### src/hdl/seg_game_pkg.sv
package seg_game_pkg;

    // Game controller states
    typedef enum logic [1:0] {
        ST_INITIAL,
        ST_MOVING,
        ST_FALLING
    } game_state_e;

    // Direction the cursor travels along its segment
    typedef enum logic [1:0] {
        HEAD_RIGHT,
        HEAD_LEFT,
        HEAD_UP,
        HEAD_DOWN
    } heading_e;

    // Segment index doubles as bit position in a pattern
    typedef enum logic [2:0] {
        SEG_A = 3'd0,
        SEG_B = 3'd1,
        SEG_C = 3'd2,
        SEG_D = 3'd3,
        SEG_E = 3'd4,
        SEG_F = 3'd5,
        SEG_G = 3'd6
    } seg_idx_e;

    // Active low, bit i drives segment i
    typedef logic [6:0] seg_pattern_t;

    // Active low digit enables
    typedef logic [3:0] digit_sel_t;

    localparam int DEBOUNCE_LEN    = 4;
    localparam int SECOND_CYCLES   = 64;
    localparam int HALF_CYCLES     = 32;
    localparam int INITIAL_SECONDS = 3;
    localparam int SCAN_CYCLES     = 4;

    localparam seg_pattern_t SEG_BLANK   = 7'b1111111;
    localparam seg_pattern_t SEG_ALL_LIT = 7'b0000000;
    localparam seg_idx_e     START_SEG   = SEG_G;
    localparam heading_e     START_HEAD  = HEAD_LEFT;
    localparam digit_sel_t   SHOW_DIGIT  = 4'b1110;
    localparam digit_sel_t   DIGIT_OFF   = 4'b1111;

endpackage

### src/hdl/button_conditioner.sv
`timescale 1ns/1ps

module button_conditioner (
    input  logic clk,
    input  logic rst,
    input  logic btn,
    output logic press
);
    import seg_game_pkg::*;

    logic [DEBOUNCE_LEN-1:0] samples;
    logic                    level;
    logic                    level_d;

    // Pressed only once every recent sample is high
    assign level = &samples;

    always_ff @(posedge clk or posedge rst) begin
        if (rst) begin
            samples <= '0;
        end else begin
            samples <= {samples[DEBOUNCE_LEN-2:0], btn};
        end
    end

    // One pulse on the rising edge of the debounced level
    always_ff @(posedge clk or posedge rst) begin
        if (rst) begin
            level_d <= 1'b0;
            press   <= 1'b0;
        end else begin
            level_d <= level;
            press   <= level & ~level_d;
        end
    end

endmodule

### src/hdl/tick_gen.sv
`timescale 1ns/1ps

module tick_gen #(
    parameter int PERIOD = 64
) (
    input  logic clk,
    input  logic rst,
    input  logic en,
    output logic tick
);
    localparam int CNT_W = (PERIOD > 1) ? $clog2(PERIOD) : 1;

    logic [CNT_W-1:0] count;

    assign tick = en && (count == CNT_W'(PERIOD - 1));

    always_ff @(posedge clk or posedge rst) begin
        if (rst) begin
            count <= '0;
        end else if (!en) begin
            count <= '0;
        end else if (tick) begin
            count <= '0;
        end else begin
            count <= count + 1'b1;
        end
    end

endmodule

### src/hdl/segment_walker.sv
`timescale 1ns/1ps

module segment_walker (
    input  logic                  clk,
    input  logic                  rst,
    input  logic                  walk_load,
    input  logic                  walk_en,
    input  logic                  press_right,
    input  logic                  press_left,
    input  logic                  press_up,
    output seg_game_pkg::seg_idx_e cursor,
    output seg_game_pkg::heading_e heading
);
    import seg_game_pkg::*;

    seg_idx_e nxt_cursor;
    heading_e nxt_heading;

    // Move table, entries tried right first, then left, then up
    always_comb begin
        nxt_cursor  = cursor;
        nxt_heading = heading;
        case (cursor)
            SEG_A: begin
                if (heading == HEAD_RIGHT && press_right) begin
                    nxt_cursor  = SEG_B;
                    nxt_heading = HEAD_DOWN;
                end else if (heading == HEAD_LEFT && press_left) begin
                    nxt_cursor  = SEG_F;
                    nxt_heading = HEAD_DOWN;
                end
            end
            SEG_B: begin
                if (heading == HEAD_DOWN && press_right) begin
                    nxt_cursor  = SEG_G;
                    nxt_heading = HEAD_LEFT;
                end else if (heading == HEAD_UP && press_left) begin
                    nxt_cursor  = SEG_A;
                    nxt_heading = HEAD_LEFT;
                end else if (heading == HEAD_DOWN && press_up) begin
                    nxt_cursor  = SEG_C;
                    nxt_heading = HEAD_DOWN;
                end
            end
            SEG_C: begin
                if (heading == HEAD_DOWN && press_right) begin
                    nxt_cursor  = SEG_D;
                    nxt_heading = HEAD_DOWN;
                end else if (heading == HEAD_UP && press_left) begin
                    nxt_cursor  = SEG_G;
                    nxt_heading = HEAD_LEFT;
                end else if (heading == HEAD_UP && press_up) begin
                    nxt_cursor  = SEG_B;
                    nxt_heading = HEAD_UP;
                end
            end
            SEG_D: begin
                if (heading == HEAD_LEFT && press_right) begin
                    nxt_cursor  = SEG_E;
                    nxt_heading = HEAD_UP;
                end else if (heading == HEAD_RIGHT && press_left) begin
                    nxt_cursor  = SEG_C;
                    nxt_heading = HEAD_UP;
                end
            end
            SEG_E: begin
                if (heading == HEAD_UP && press_right) begin
                    nxt_cursor  = SEG_G;
                    nxt_heading = HEAD_RIGHT;
                end else if (heading == HEAD_DOWN && press_left) begin
                    nxt_cursor  = SEG_D;
                    nxt_heading = HEAD_RIGHT;
                end else if (heading == HEAD_UP && press_up) begin
                    nxt_cursor  = SEG_F;
                    nxt_heading = HEAD_UP;
                end
            end
            SEG_F: begin
                if (heading == HEAD_UP && press_right) begin
                    nxt_cursor  = SEG_A;
                    nxt_heading = HEAD_RIGHT;
                end else if (heading == HEAD_DOWN && press_left) begin
                    nxt_cursor  = SEG_G;
                    nxt_heading = HEAD_RIGHT;
                end
            end
            SEG_G: begin
                if (heading == HEAD_RIGHT && press_right) begin
                    nxt_cursor  = SEG_C;
                    nxt_heading = HEAD_DOWN;
                end else if (heading == HEAD_LEFT && press_right) begin
                    nxt_cursor  = SEG_F;
                    nxt_heading = HEAD_UP;
                end else if (heading == HEAD_RIGHT && press_left) begin
                    nxt_cursor  = SEG_B;
                    nxt_heading = HEAD_UP;
                end else if (heading == HEAD_LEFT && press_left) begin
                    nxt_cursor  = SEG_E;
                    nxt_heading = HEAD_DOWN;
                end
            end
            default: begin
                nxt_cursor  = START_SEG;
                nxt_heading = START_HEAD;
            end
        endcase
    end

    always_ff @(posedge clk or posedge rst) begin
        if (rst) begin
            cursor  <= START_SEG;
            heading <= START_HEAD;
        end else if (walk_load) begin
            cursor  <= START_SEG;
            heading <= START_HEAD;
        end else if (walk_en) begin
            cursor  <= nxt_cursor;
            heading <= nxt_heading;
        end
    end

endmodule

### src/hdl/game_ctrl.sv
`timescale 1ns/1ps

module game_ctrl (
    input  logic                      clk,
    input  logic                      rst,
    input  logic                      press_down,
    input  logic                      sec_tick,
    input  logic                      half_tick,
    input  seg_game_pkg::seg_idx_e     cursor,
    output logic                      sec_en,
    output logic                      half_en,
    output logic                      walk_load,
    output logic                      walk_en,
    output seg_game_pkg::seg_pattern_t pattern
);
    import seg_game_pkg::*;

    localparam int SEC_W = $clog2(INITIAL_SECONDS + 1);

    game_state_e      state;
    logic [SEC_W-1:0] sec_cnt;
    seg_pattern_t     record;
    logic             flash_on;

    // Second ticks only count while waiting in initial
    assign sec_en    = (state == ST_INITIAL);
    assign half_en   = (state == ST_FALLING);
    assign walk_load = (state == ST_INITIAL);
    assign walk_en   = (state != ST_INITIAL);

    always_ff @(posedge clk or posedge rst) begin
        if (rst) begin
            state    <= ST_INITIAL;
            sec_cnt  <= '0;
            record   <= SEG_BLANK;
            flash_on <= 1'b0;
        end else begin
            case (state)
                ST_INITIAL: begin
                    if (sec_tick) begin
                        if (sec_cnt == SEC_W'(INITIAL_SECONDS - 1)) begin
                            sec_cnt <= '0;
                            state   <= ST_MOVING;
                        end else begin
                            sec_cnt <= sec_cnt + 1'b1;
                        end
                    end
                end
                ST_MOVING: begin
                    if (press_down) begin
                        state    <= ST_FALLING;
                        record   <= SEG_ALL_LIT;
                        flash_on <= 1'b1;
                    end
                end
                ST_FALLING: begin
                    // Trail goes dark wherever the cursor has been
                    record[cursor] <= 1'b1;
                    if (half_tick) begin
                        flash_on <= ~flash_on;
                        if (record == SEG_BLANK) begin
                            state    <= ST_INITIAL;
                            flash_on <= 1'b0;
                        end
                    end
                end
                default: begin
                    state <= ST_INITIAL;
                end
            endcase
        end
    end

    // Single lit cursor, or the trail with a blinking cursor
    always_comb begin
        pattern = SEG_BLANK;
        if (state == ST_FALLING) begin
            pattern         = record;
            pattern[cursor] = ~flash_on;
        end else begin
            pattern[cursor] = 1'b0;
        end
    end

endmodule

### src/hdl/display_scan.sv
`timescale 1ns/1ps

module display_scan (
    input  logic                      clk,
    input  logic                      rst,
    input  seg_game_pkg::seg_pattern_t pattern,
    output seg_game_pkg::digit_sel_t   digit,
    output seg_game_pkg::seg_pattern_t display
);
    import seg_game_pkg::*;

    localparam int SCAN_W = (SCAN_CYCLES > 1) ? $clog2(SCAN_CYCLES) : 1;

    logic [SCAN_W-1:0] scan_cnt;
    logic              step;
    digit_sel_t        nxt_digit;

    assign step = (scan_cnt == SCAN_W'(SCAN_CYCLES - 1));

    // Walk the low bit across the four digits
    always_comb begin
        nxt_digit = digit;
        if (step) begin
            case (digit)
                4'b1110: nxt_digit = 4'b1101;
                4'b1101: nxt_digit = 4'b1011;
                4'b1011: nxt_digit = 4'b0111;
                default: nxt_digit = 4'b1110;
            endcase
        end
    end

    always_ff @(posedge clk or posedge rst) begin
        if (rst) begin
            scan_cnt <= '0;
            digit    <= DIGIT_OFF;
            display  <= SEG_BLANK;
        end else begin
            scan_cnt <= step ? '0 : scan_cnt + 1'b1;
            digit    <= nxt_digit;
            // Only the rightmost digit carries the game
            display  <= (nxt_digit == SHOW_DIGIT) ? pattern : SEG_BLANK;
        end
    end

endmodule

### src/hdl/seg_game_top.sv
`timescale 1ns/1ps

module seg_game_top (
    input  logic                      clk,
    input  logic                      rst,
    input  logic                      btn_right,
    input  logic                      btn_left,
    input  logic                      btn_up,
    input  logic                      btn_down,
    output seg_game_pkg::digit_sel_t   digit,
    output seg_game_pkg::seg_pattern_t display
);
    import seg_game_pkg::*;

    logic         press_right;
    logic         press_left;
    logic         press_up;
    logic         press_down;
    logic         sec_en;
    logic         sec_tick;
    logic         half_en;
    logic         half_tick;
    logic         walk_load;
    logic         walk_en;
    seg_idx_e     cursor;
    seg_pattern_t pattern;

    button_conditioner u_btn_right (
        .clk   (clk),
        .rst   (rst),
        .btn   (btn_right),
        .press (press_right)
    );

    button_conditioner u_btn_left (
        .clk   (clk),
        .rst   (rst),
        .btn   (btn_left),
        .press (press_left)
    );

    button_conditioner u_btn_up (
        .clk   (clk),
        .rst   (rst),
        .btn   (btn_up),
        .press (press_up)
    );

    button_conditioner u_btn_down (
        .clk   (clk),
        .rst   (rst),
        .btn   (btn_down),
        .press (press_down)
    );

    tick_gen #(.PERIOD(SECOND_CYCLES)) u_sec_tick (
        .clk  (clk),
        .rst  (rst),
        .en   (sec_en),
        .tick (sec_tick)
    );

    tick_gen #(.PERIOD(HALF_CYCLES)) u_half_tick (
        .clk  (clk),
        .rst  (rst),
        .en   (half_en),
        .tick (half_tick)
    );

    segment_walker u_walker (
        .clk         (clk),
        .rst         (rst),
        .walk_load   (walk_load),
        .walk_en     (walk_en),
        .press_right (press_right),
        .press_left  (press_left),
        .press_up    (press_up),
        .cursor      (cursor),
        .heading     ()
    );

    game_ctrl u_ctrl (
        .clk        (clk),
        .rst        (rst),
        .press_down (press_down),
        .sec_tick   (sec_tick),
        .half_tick  (half_tick),
        .cursor     (cursor),
        .sec_en     (sec_en),
        .half_en    (half_en),
        .walk_load  (walk_load),
        .walk_en    (walk_en),
        .pattern    (pattern)
    );

    display_scan u_scan (
        .clk     (clk),
        .rst     (rst),
        .pattern (pattern),
        .digit   (digit),
        .display (display)
    );

endmodule

### config.mk
export PLATFORM = sky130hd
export DESIGN_NAME = seg_game_top
export DESIGN_NICKNAME = d
export VERILOG_FILES = /design/src/hdl/seg_game_pkg.sv /design/src/hdl/button_conditioner.sv /design/src/hdl/tick_gen.sv /design/src/hdl/segment_walker.sv /design/src/hdl/game_ctrl.sv /design/src/hdl/display_scan.sv /design/src/hdl/seg_game_top.sv
export SDC_FILE = /design/constraint.sdc
export NUM_CORES = 1
export LEC_CHECK = 0
export BUFFER_PORTS_ARGS = -buffer_cell sky130_fd_sc_hd__buf_2
export CAP_MARGIN = 5
export CORE_MARGIN = 2
export CORE_UTILIZATION = 40
export DETAILED_ROUTE_END_ITERATION = 8
export PLACE_DENSITY_LB_ADDON = 0.05
export REMOVE_ABC_BUFFERS = 1
export SYNTH_ARGS = -nofsm -noshare
export SYNTH_HDL_FRONTEND = slang
export SYNTH_HIERARCHICAL = 1
export SYNTH_SLANG_ARGS = --single-unit
### constraint.sdc
create_clock -name clk -period 2.6 [get_ports clk]
set_input_delay 0.13 -clock clk [delete_from_list [all_inputs] [get_ports clk]]
set_output_delay 0.13 -clock clk [all_outputs]
set_load 0.02 [all_outputs]
# Word level (Yosys, flattened, before mapping)
# Cells that the tools add are included.
[totals]
mem_bits_ro = 0
word_cells = 168
latchBits = 0
out_inout_bits = 11
ram_bits = 0
reg_bits = 65
mem_count = 0
in_bits = 6
[classes]
mul = 0
eq_ne = 32
order_cmp = 2
shifts = 0
n_bitwise = 11
reduce_logical = 29
n_div = 0
mux = 67
n_addsub = 4
[op_table]
columns = ["op", "count"]
rows = [
  ["3-bit two-way mux", 21],
  ["2-bit two-way mux", 26],
  ["7-bit two-way mux", 3],
  ["3-bit case mux with 7 select lines", 1],
  ["4-bit AND reduction", 5],
  ["4-bit equality test (second input constant)", 4],
  ["5-bit by 2-bit inequality test with 1-bit output (second input constant)", 3],
  ["2-bit case mux with 7 select lines", 1],
  ["7-bit case mux with 2 select lines", 1],
  ["1-bit logical AND", 13],
  ["6-bit two-way mux", 2],
  ["4-bit by 2-bit inequality test with 1-bit output (second input constant)", 3],
  ["4-bit case mux with 3 select lines", 1],
  ["2-bit equality test (second input constant)", 5],
  ["5-bit two-way mux", 2],
  ["3-bit equality test (second input constant)", 3],
  ["8-bit AND reduction", 1],
  ["7-bit bitwise mux", 1],
  ["7-bit equality test (second input constant)", 1],
  ["7-bit inverter", 1],
  ["7-bit OR", 1],
  ["6-bit by 1-bit adder with 6-bit output (second input constant)", 1],
  ["3-bit by 2-bit equality test with 1-bit output (second input constant)", 2],
  ["6-bit equality test (second input constant)", 1],
  ["23 further kinds", 42],
]

# Depth between registers and ports, before layout
# Gate-level depths: netlist (run 1).
[logic_depth]
word_depth = 9
depth_mapped = 7
mapped_depth_nobuf = 7

# Cells and area by module
# Netlist (run 1), hierarchy kept.
[modules_own_cells]
columns = ["module", "instances", "area_each_um2", "seq_area_each_um2", "cells_each"]
rows = [
  ["segment_walker", 1, 773.2, 128.9, 102],
  ["game_ctrl", 1, 725.7, 309.0, 79],
  ["button_conditioner", 4, 178.9, 150.1, 9],
  ["display_scan", 1, 600.6, 339.1, 57],
  ["tick_gen at u_sec_tick", 1, 279.0, 150.1, 28],
  ["tick_gen at u_half_tick", 1, 237.7, 125.1, 21],
]

# Least setup slack after synthesis (run 1)
# Ideal clock, no wire load.
[synth_timing]
path_kind = "register to register"
start = "register u_walker.cursor[1]"
end = "register u_walker.cursor[0]"
stages_incl_launch_ff = 6
arrival_ns = 1.958
setup_time_ns = 0.077
required_time_ns = 2.523
slack_ns = 0.564
period_less_slack_ns = 2.036
cell_sequence = "dfstp_2 and4bb_2 or4_4 o311a_4 nand2b_1 a21oi_1"
[synth_between]
elab_chain_len = 4
[synth_rtl]
columns = ["element", "line_no", "source"]
rows = [
  ["from (decl)", "segment_walker.sv:11", "output seg_game_pkg::seg_idx_e cursor,"],
  ["from (signal assigned)", "segment_walker.sv:117", "cursor <= nxt_cursor;"],
  ["3-bit equality test (tied with other cells)", "segment_walker.sv:23", "case (cursor)"],
  ["3-bit case mux with 7 select lines", "segment_walker.sv:23", ""],
  ["3-bit two-way mux", "segment_walker.sv:116", "end else if (walk_en) begin"],
  ["3-bit two-way mux", "segment_walker.sv:113", "end else if (walk_load) begin"],
]
# Parallel ways exist; a longest one is shown, timed or not. The select of a mux whose other input is x is not followed.
# A chain may end at the register's enable or synchronous reset.

# Worst setup path after layout (run 1)
[layout_timing]
start = "register u_walker.cursor[1]"
end = "register u_walker.heading[1]"
[layout_between]
elab_chain_len = 4
[layout_rtl]
columns = ["element", "line_no", "source"]
rows = [
  ["3-bit equality test (tied with other cells)", "segment_walker.sv:23", ""],
  ["2-bit case mux with 7 select lines", "segment_walker.sv:23", ""],
  ["2-bit two-way mux", "segment_walker.sv:116", ""],
  ["2-bit two-way mux", "segment_walker.sv:113", ""],
  ["to (signal assigned)", "segment_walker.sv:118", "heading <= nxt_heading;"],
  ["to (decl)", "segment_walker.sv:12", "output seg_game_pkg::heading_e heading"],
]
# Parallel ways exist; a longest one is shown, timed or not. The select of a mux whose other input is x is not followed.

==> results_dict.tcl, run 1 <==
set metrics [dict create \
    antennaDiodeCount 0 \
    grt_pass1_wl_um 11400 \
    numCtsBuffers 9 \
    yosysTopAreaCell "dfrtp_1" \
    synth_edf_count 0 \
    layout_min_cycle_time_ns 2.261 \
    nNetsFinal 356 \
    final_cell_mix "dfrtp_1 (44), inv_1 (28), nor2_1 (28)" \
    critPathMaxStageDelay_ns 0.69 \
    synth_seq_cells 65 \
    min_period_over_period_pct 86.96 \
    r2r-start "u_walker/cursor[1]$_DFFE_PP1P_" \
    syn2layout_area_growth_pct 12.02 \
    core_sq_um 8134 \
    first_iter_violations 131 \
    die_area_sq_um 9076 \
    grt_max_degree 23 \
    worstPathCellList "and4bb_2 > or4_4 > o311a_4 > o21ai_0 > a21oi_1" \
    root_buffer "clkbuf_8" \
    grt_pass1_vias 2326 \
    reg2reg_depth 5 \
    dp.cells 435 \
    arrival_ns 2.47 \
    p_leak_uw 0.001592 \
    multiInputGateArea_sq_um 1460 \
    synth_top_family_by_area "simple AND/OR/NAND/NOR gates" \
    cts_setup_buffers 0 \
    antenna_found_initial 0 \
    die_h_um 95.27 \
    outcome "complete, no violations" \
    first_pass_iters 5 \
    wirelength_um 6634 \
    min_path_type "in -> async" \
    drive_gt1_share_pct 24.50 \
    avgSynthCellArea_sq_um 10.32 \
    wire_per_inst_um 14.55 \
    synth_xor_area_share_pct 1.840 \
    synth_cells 323 \
    grt_overflow 0 \
    start_util_pct 40.96 \
    power_per_cell_area_nw_per_um2 495.8 \
    cp_max_fo 15 \
    clkLatencyLatePin_ns 0.33 \
    cp_num_buf_inv 0 \
    async_flop_share_pct 100.0 \
    report.final.hold_viol_count 0 \
    n_fill_cell 759 \
    synth_simple_gate_area_share_pct 21.40 \
    critPathRequiredTime_ns 2.81 \
    track_usage_pct 16.31 \
    cp_slowest_cell "dfstp_2" \
    rows 33 \
    path_clk_slew_ns 0.07 \
    viasPerCell 5.425 \
    portBuffers 16 \
    antenna_left 0 \
    synth_seq_area_share_pct 49.61 \
    synth_warnings 6 \
    synthFlopType "dfrtp_1" \
    p_total_uw 1850 \
    gp_congestion 0.9137 \
    synthMuxAreaShare_pct 2.178 \
    clock.fmax_mhz 442.3 \
    io_pins 17 \
    seq_area_sq_um 1653 \
    fin_area_sq_um 3732 \
    finClkSkew_ns 0.008801 \
    peakVddDrop_v 0.0002726 \
    rr_endpoint "u_walker/heading[1]$_DFFE_PP0P_" \
    num_vias 2474 \
    clock-sinks 65 \
    rsz0062_at_grt "no" \
    maxSlewHeadroom_pct 62.83 \
    r2r_slack_ns 0.34 \
    synth_fa_ha_area_share_pct 1.502 \
    maxSlewViolCount 0 \
    maxCapViolations 0 \
    layout_commonest_cell "dfrtp_1" \
    htree_num_levels 3 \
    setup_viol 0 \
    fin_setup_tns_ns 0 \
    postPlaceCellArea_sq_um 3506 \
    synth-compound-area-share_pct 16.90 \
    synthesis.area_sq_um 3332 \
    tightestPinTransition_ns 0.5552 \
    die_x_um 95.27 \
    synthDistinctLibCells 68 \
    synth_area_leaders "dfrtp_1 (33%), dfstp_2 (17%), inv_1 (3.2%)" \
    path_delay_family "simple AND/OR/NAND/NOR gates" \
    end_kind "flop" \
    clock_path_buffers 2 \
    cts_tree "built" \
    drcViolationCount 0 \
    dp_hpwl_um 4602 \
    start_kind "flop" \
    path_class "reg -> reg" \
    netlist.area_leader.share_pct 33.05 \
    fin_cells 456 \
]
==> synthesized netlist by cell type, types with 3 or more instances <==
library cell  number
nand2b_1           4
nor3_1             9
and4_4             4
nand3b_1           4
nand2_1           14
ha_1               4
a211oi_1          10
nor2_1            28
a21oi_1           16
nand4_1            3
buf_6              3
dfrtp_1           44
mux2i_1            5
a31oi_1           16
inv_1             28
nor2b_1            9
clkbuf_1           9
nor2b_4            4
xnor2_1            4
nand3_1            7
a221oi_1           3
nor3b_1            4
xor2_1             3
o21ai_0            7
dfstp_2           21
o2111ai_1          4
==> routing by layer <==
layer  GRT usage (%)  vias to the layer above  routed length, um
met1           23.23                     1203               3323
met3           3.162                       13                195
li1                -                     1209                  -
met4           8.696                        0                131
met2           23.42                       49               2985
met5               0                        -                  0
==> worst reg2reg max path, cell delays in order, from the launching register on <==
cell	delay (ns)
dfstp_2	0.69
and4bb_2	0.28
or4_4	0.49
o311a_4	0.43
o21ai_0	0.20
a21oi_1	0.06
==> registers in the layout, indices dropped and copies added, names as in the netlist, 2 cells and up <==
signal / flops
u_ctrl/record: 7
u_scan/display: 7
u_sec_tick/count: 6
u_half_tick/count: 5
u_btn_down/samples: 4
u_btn_left/samples: 4
u_btn_right/samples: 4
u_btn_up/samples: 4
u_scan/digit: 4
u_walker/cursor: 3
u_ctrl/sec_cnt: 2
u_ctrl/state: 2
u_scan/scan_cnt: 2
u_walker/heading: 2
==> logic make-up (layout without fill, tap and decap cells) <==
family,Yosys count,after routing
muxes,7,7
AOI/OAI and AO/OA,80,80
buffers and inverters,46,74
adders and majority gates,4,4
and+or+nand+nor,114,114
DFF,65,65
xor gates and xnor gates,7,7
==> layout make-up <==
cell class              count  share of cell area [%]
clock buffers              13                   4.257
clock inverters             3                  0.4693
inverters                  29                   3.252
multi-input cells         212                   39.12
flip-flops and latches     65                   44.28
well taps                 105                   3.520
repair buffers             29                   5.096
==> metrics by stage <==
stage / setup WS, ns / utilization, % / hold slack (ns)
6_report: 0.3391 / 45.89 / 0.3297
3_3_place_gp: 0.3939 / 43.10 / 0.1635
5_1_grt: 0.2572 / 45.89 / 0.3486
3_5_place_dp: 0.3788 / 43.10 / 0.1524
4_1_cts: 0.3624 / 45.89 / 0.3281
2_1_floorplan: 0.2907 / - / -0.09366
==> worst max path at each step <==
stage	start	end	slack (ns)	cells past startpoint
5_1_grt	u_walker/cursor[1]$_DFFE_PP1P_	u_walker/heading[1]$_DFFE_PP0P_	0.26	5
3_5_place_dp	u_walker/cursor[1]$_DFFE_PP1P_	u_walker/cursor[0]$_DFFE_PP0P_	0.38	5
2_1_floorplan	u_walker/cursor[1]$_DFFE_PP1P_	u_walker/cursor[0]$_DFFE_PP0P_	0.29	5
6_report	u_walker/cursor[1]$_DFFE_PP1P_	u_walker/heading[1]$_DFFE_PP0P_	0.34	5
4_1_cts	u_walker/cursor[1]$_DFFE_PP1P_	u_walker/cursor[0]$_DFFE_PP0P_	0.36	5
3_3_place_gp	u_walker/cursor[1]$_DFFE_PP1P_	u_walker/cursor[0]$_DFFE_PP0P_	0.39	5
==> what timing repair did <==
action	in CTS	in global routing
hold endpoints to repair	48	0
hold buffers	5	0
gates resized for setup	0	0
==> power breakdown <==
part / switching, uW / total, uW / internal, uW
combinational: 31.1 / 49.7 / 18.6
sequential: 8.14 / 1040 / 1030
clock: 368 / 764 / 396
No activity file was read; power rests on OpenSTA's default activity.
==> inputs of run 2 (changes only) <==
--- a/config.mk
+++ b/config.mk
@@ -5,12 +5,12 @@
 export SDC_FILE = /design/constraint.sdc
 export NUM_CORES = 1
 export LEC_CHECK = 0
-export BUFFER_PORTS_ARGS = -buffer_cell sky130_fd_sc_hd__buf_2
+export BUFFER_PORTS_ARGS = -buffer_cell sky130_fd_sc_hd__clkbuf_2
 export CAP_MARGIN = 5
 export CORE_MARGIN = 2
 export CORE_UTILIZATION = 40
 export DETAILED_ROUTE_END_ITERATION = 8
-export PLACE_DENSITY_LB_ADDON = 0.05
+export PLACE_DENSITY = 0.63
 export REMOVE_ABC_BUFFERS = 1
 export SYNTH_ARGS = -nofsm -noshare
 export SYNTH_HDL_FRONTEND = slang
==> run 2 against run 1 <==
- cell count fell by 0.22%
- maximum frequency increased by 2.2%
- worst hold slack better by 0.032 ns
- design area rose by 0.91%
- first-iteration DRC count up 2.3%
- sequential power about the same
- via count fell by 1.1%
- flip-flop and latch count stayed put
- combinational power down 4%
- register-to-register slack gained 0.05 ns
- critical path depth stayed put
- critical path type unchanged
- largest power group unchanged
==> results_dict.tcl, run 2 (synthesis gave the netlist of run 1 again) <==
set metrics [dict create \
    outcome "complete, no violations" \
    portBuffers 16 \
    post_cts_resized 0 \
    maxSlewHeadroom_pct 63.17 \
    grt_pass1_vias 2309 \
    min_period_over_period_pct 85.07 \
    clkLatencyLatePin_ns 0.35 \
    path_clk_slew_ns 0.08 \
    clock.fmax_mhz 452.1 \
    setup_viol 0 \
    drive_gt1_share_pct 24.86 \
    final_cell_mix "dfrtp_1 (44), inv_1 (28), nor2_1 (28)" \
    cts_tree "built" \
    io_pins 17 \
    largestRegisters "u_ctrl/record: 7 flops, u_scan/display: 7 flops, u_sec_tick/count: 6 flops" \
    grt_pass1_wl_um 10810 \
    grt_max_degree 24 \
    r2r-start "u_walker/cursor[1]$_DFFE_PP1P_" \
    htree_num_levels 3 \
    report.final.hold_viol_count 0 \
    viasPerCell 5.380 \
    end_kind "flop" \
    clock-sinks 65 \
    arrival_ns 2.48 \
    seq_area_sq_um 1653 \
    p_leak_uw 0.001620 \
    num_vias 2448 \
    multiInputGateArea_sq_um 1460 \
    layout_min_cycle_time_ns 2.212 \
    core_sq_um 8134 \
    ctsHoldBuffers 5 \
    cts_setup_buffers 0 \
    die_area_sq_um 9076 \
    peakVddDrop_v 0.0003131 \
    drcViolationCount 0 \
    power_per_cell_area_nw_per_um2 524.2 \
    reg2reg_depth 5 \
    wirelength_um 6234 \
    cp_max_fo 12 \
    critPathRequiredTime_ns 2.87 \
    clock_path_buffers 2 \
    rr_endpoint "u_walker/cursor[2]$_DFFE_PP1P_" \
    r2r_slack_ns 0.39 \
    antenna_left 0 \
    first_pass_iters 4 \
    rows 33 \
    nNetsFinal 355 \
    root_buffer "clkbuf_8" \
    endpoint "u_walker/cursor[2]$_DFFE_PP1P_" \
    start_kind "flop" \
    antenna_found_initial 0 \
    whs_ns 0.3612 \
    path_class "reg -> reg" \
    wire_per_inst_um 13.70 \
    numCtsBuffers 9 \
    gp_congestion 0.9326 \
    syn2layout_area_growth_pct 13.03 \
    n_fill_cell 749 \
    fin_setup_tns_ns 0 \
    grt_overflow 0 \
    maxSlewViolCount 0 \
    min_path_type "in -> async" \
    cp-startpoint "u_walker/cursor[1]$_DFFE_PP1P_" \
    first_iter_violations 134 \
    layout_commonest_cell "dfrtp_1" \
    dp_hpwl_um 4276 \
    track_usage_pct 15.44 \
    die_h_um 95.27 \
    tightestPinTransition_ns 0.5500 \
    finClkSkew_ns 0.01133 \
    maxCapViolations 0 \
    antennaDiodeCount 0 \
    rsz0062_at_grt "no" \
    die_x_um 95.27 \
    start_util_pct 40.96 \
]
-- run 2: worst min-delay path by stage --
stage / depth (start not counted) / to / slack [ns]
floorplan: 1 / u_walker/cursor[0]$_DFFE_PP0P_ / -0.09
global placement: 2 / u_half_tick/count[1]$_DFF_PP0_ / 0.19
detailed placement: 2 / u_walker/cursor[0]$_DFFE_PP0P_ / 0.19
CTS: 3 / u_walker/heading[1]$_DFFE_PP0P_ / 0.35
global route: 0 / u_btn_right/samples[3]$_DFF_PP0_ / 0.38
finish: 3 / u_walker/heading[1]$_DFFE_PP0P_ / 0.36
-- run 2: metal layers --
layer / up-vias / track usage, % / wire, um
met3: 6 / 4.032 / 316
met1: 1166 / 20.73 / 3009
met5: - / 0 / 0
li1: 1204 / - / -
met2: 72 / 23.18 / 2831
met4: 0 / 7.488 / 76
-- run 2: where the power goes --
group          internal [uW]  leakage [uW]  total, uW  switching, uW
Sequential              1030      0.000776       1040           9.33
Clock                    491      0.000109        889            397
Combinational           18.0      0.000734       47.9           29.8
-- run 2: area by class of cell --
cell class | instances | area share, %
Clock inverter | 4 | 0.7973
Sequential cell | 65 | 43.89
Clock buffer | 12 | 4.983
Tap cell | 105 | 3.488
Multi-Input combinational cell | 212 | 38.77
Timing Repair Buffer | 28 | 4.850
Inverter | 29 | 3.223
-- run 2: through the flow --
stage	instances	setup WS [ns]	instance area [sq um]	utilization (%)	total power, uW
finish	455	0.3882	3766	46.30	1974
global route	455	0.3337	3766	46.30	2063
CTS	455	0.4006	3766	46.30	2010
detailed placement	434	0.4160	3498	43.01	1099
global placement	434	0.4416	3498	43.01	1097
floorplan	306	0.2907	3234	-	1082
-- run 2: critical path: stages, from the launching register on --
cell and delay (ns):
dfstp_2 0.65, and4bb_2 0.26, or4_4 0.49, o311a_4 0.43, and4_1 0.16, o21ai_1 0.14
==> inputs of run 3 (changes only) <==
--- a/config.mk
+++ b/config.mk
@@ -7,10 +7,12 @@
 export LEC_CHECK = 0
 export BUFFER_PORTS_ARGS = -buffer_cell sky130_fd_sc_hd__clkbuf_2
 export CAP_MARGIN = 5
+export CELL_PAD_IN_SITES_DETAIL_PLACEMENT = 2
+export CELL_PAD_IN_SITES_GLOBAL_PLACEMENT = 2
 export CORE_MARGIN = 2
 export CORE_UTILIZATION = 40
 export DETAILED_ROUTE_END_ITERATION = 8
-export PLACE_DENSITY = 0.63
+export PLACE_DENSITY = 0.86
 export REMOVE_ABC_BUFFERS = 1
 export SYNTH_ARGS = -nofsm -noshare
 export SYNTH_HDL_FRONTEND = slang
==> run 3 against run 2 <==
- maximum frequency is 1.3% higher
- wire length is 40% higher
- combinational power about the same
- flip-flop and latch count did not move
- non-clock buffer count rose by 1
- clock skew decreased by 0.0010 ns
- critical path type unchanged
- die area is the same
- register-to-register slack improved by 0.03 ns
- clock power decreased by 7.3%
==> results_dict.tcl, run 3 (synthesis gave the netlist of run 1 again) <==
set metrics [dict create \
    outcome "complete, no violations" \
    met3RoutedLength_um 180 \
    end_kind "flop" \
    post_cts_resized 0 \
    nNetsFinal 356 \
    clock-sinks 65 \
    die_x_um 95.27 \
    finClkSkew_ns 0.01032 \
    critPathRequiredTime_ns 2.85 \
    peakVddDrop_v 0.0004978 \
    die_area_sq_um 9076 \
    cp_max_fo 14 \
    track_usage_pct 20.94 \
    p_leak_uw 0.001610 \
    layout_min_cycle_time_ns 2.184 \
    syn2layout_area_growth_pct 12.35 \
    antennaDiodeCount 0 \
    grt_overflow 0 \
    wl_met2_um 4658 \
    clock.fmax_mhz 457.9 \
    final_util_pct 46.02 \
    portBuffers 16 \
    reg2reg_depth 5 \
    antenna_found_initial 0 \
    first_iter_violations 83 \
    start_util_pct 40.96 \
    hold_depth 0 \
    final_cell_mix "dfrtp_1 (44), inv_1 (28), nor2_1 (28)" \
    start_kind "flop" \
    maxSlewViolCount 0 \
    wire_per_inst_um 19.19 \
    grt_pass1_vias 2817 \
    io_pins 17 \
    cts_tree "built" \
    path_clk_slew_ns 0.07 \
    gp_congestion 0.8472 \
    viasPerCell 5.697 \
    dp.cells 435 \
    worstHoldStart "u_btn_right/samples[1]$_DFF_PP0_" \
    num_vias 2598 \
    grt_pass1_wl_um 14500 \
    maxUsedRoutingLayer "met4" \
    antenna_left 0 \
    layout_commonest_cell "dfrtp_1" \
    cts_setup_buffers 0 \
    clkLatencyLatePin_ns 0.33 \
    drcViolationCount 0 \
    r2r-start "u_btn_right/press$_DFF_PP0_" \
    rr_endpoint "u_walker/cursor[0]$_DFFE_PP0P_" \
    n_fill_cell 858 \
    rows 33 \
    dp_hpwl_um 6263 \
    maxSlewHeadroom_pct 62.91 \
    arrival_ns 2.44 \
    post-place-ws_ns 0.4544 \
    core_sq_um 8134 \
    clock_path_buffers 2 \
    tightestPinTransition_ns 0.5563 \
    grt_max_degree 30 \
    htree_num_levels 3 \
    fin_ws_ns 0.4163 \
    maxCapViolations 0 \
    drive_gt1_share_pct 24.50 \
    wirelength_um 8751 \
    power_per_cell_area_nw_per_um2 510.5 \
    setup_viol 0 \
    die_h_um 95.27 \
    first_pass_iters 5 \
    numCtsBuffers 9 \
    holdPathEnd "u_btn_right/samples[2]$_DFF_PP0_" \
    fin_cells 456 \
    path_class "reg -> reg" \
    largestRegisters "u_ctrl/record: 7 flops, u_scan/display: 7 flops, u_sec_tick/count: 6 flops" \
    routedLengthMet1_um 3856 \
    root_buffer "clkbuf_8" \
    report.final.hold_viol_count 0 \
    ctsHoldBuffers 5 \
    min_path_type "reg -> reg" \
    rsz0062_at_grt "no" \
    r2r_slack_ns 0.42 \
    min_period_over_period_pct 83.99 \
    fin_setup_tns_ns 0 \
]
run 3: metal layers:
layer	vias up	global-route usage (%)
met5	-	0
met4	0	5.072
met3	4	3.083
met2	38	38.38
met1	1358	25.80
li1	1198	-
run 3: cell type report:
cell class              instances  area [sq um]  share of cell area [%]
flip-flops and latches         65          1653                   44.15
inverters                      29         121.4                   3.242
clock buffers                  11         131.4                   3.509
clock inverters                 5         56.30                   1.504
repair buffers                 29         190.2                   5.080
well taps                     105         131.4                   3.509
multi-input cells             212          1460                   39.00
run 3: worst max path at each step:
stage	slack (ns)	from	endpoint	cells after the start
global route	0.34	u_walker/cursor[1]$_DFFE_PP1P_	u_walker/cursor[1]$_DFFE_PP1P_	7
floorplan	0.29	u_walker/cursor[1]$_DFFE_PP1P_	u_walker/cursor[0]$_DFFE_PP0P_	5
CTS	0.43	u_btn_right/press$_DFF_PP0_	u_walker/cursor[0]$_DFFE_PP0P_	5
detailed placement	0.45	u_btn_right/press$_DFF_PP0_	u_walker/cursor[0]$_DFFE_PP0P_	5
finish	0.42	u_btn_right/press$_DFF_PP0_	u_walker/cursor[0]$_DFFE_PP0P_	5
global placement	0.53	u_btn_right/press$_DFF_PP0_	u_walker/cursor[0]$_DFFE_PP0P_	5
run 3: worst max-delay path, cell delays in order, from the launching register on:
cell      delay (ns)
dfrtp_1         0.54
and4bb_2        0.31
or4_4           0.49
o311a_4         0.44
nand2b_1        0.17
a21oi_1         0.17
run 3: through the flow:
stage	hold slack, ns	instance area, sq um	total power (uW)
floorplan	-0.09366	3234	1082
global placement	0.1952	3506	1097
detailed placement	0.2152	3506	1101
CTS	0.3743	3744	1944
global route	0.3867	3744	1981
finish	0.3760	3744	1911
run 3: power by group:
| part | internal [uW] | switching, uW |
|---|---|---|
| registers | 1030 | 10.9 |
| clock network | 442 | 382 |
| logic | 17.6 | 30.3 |
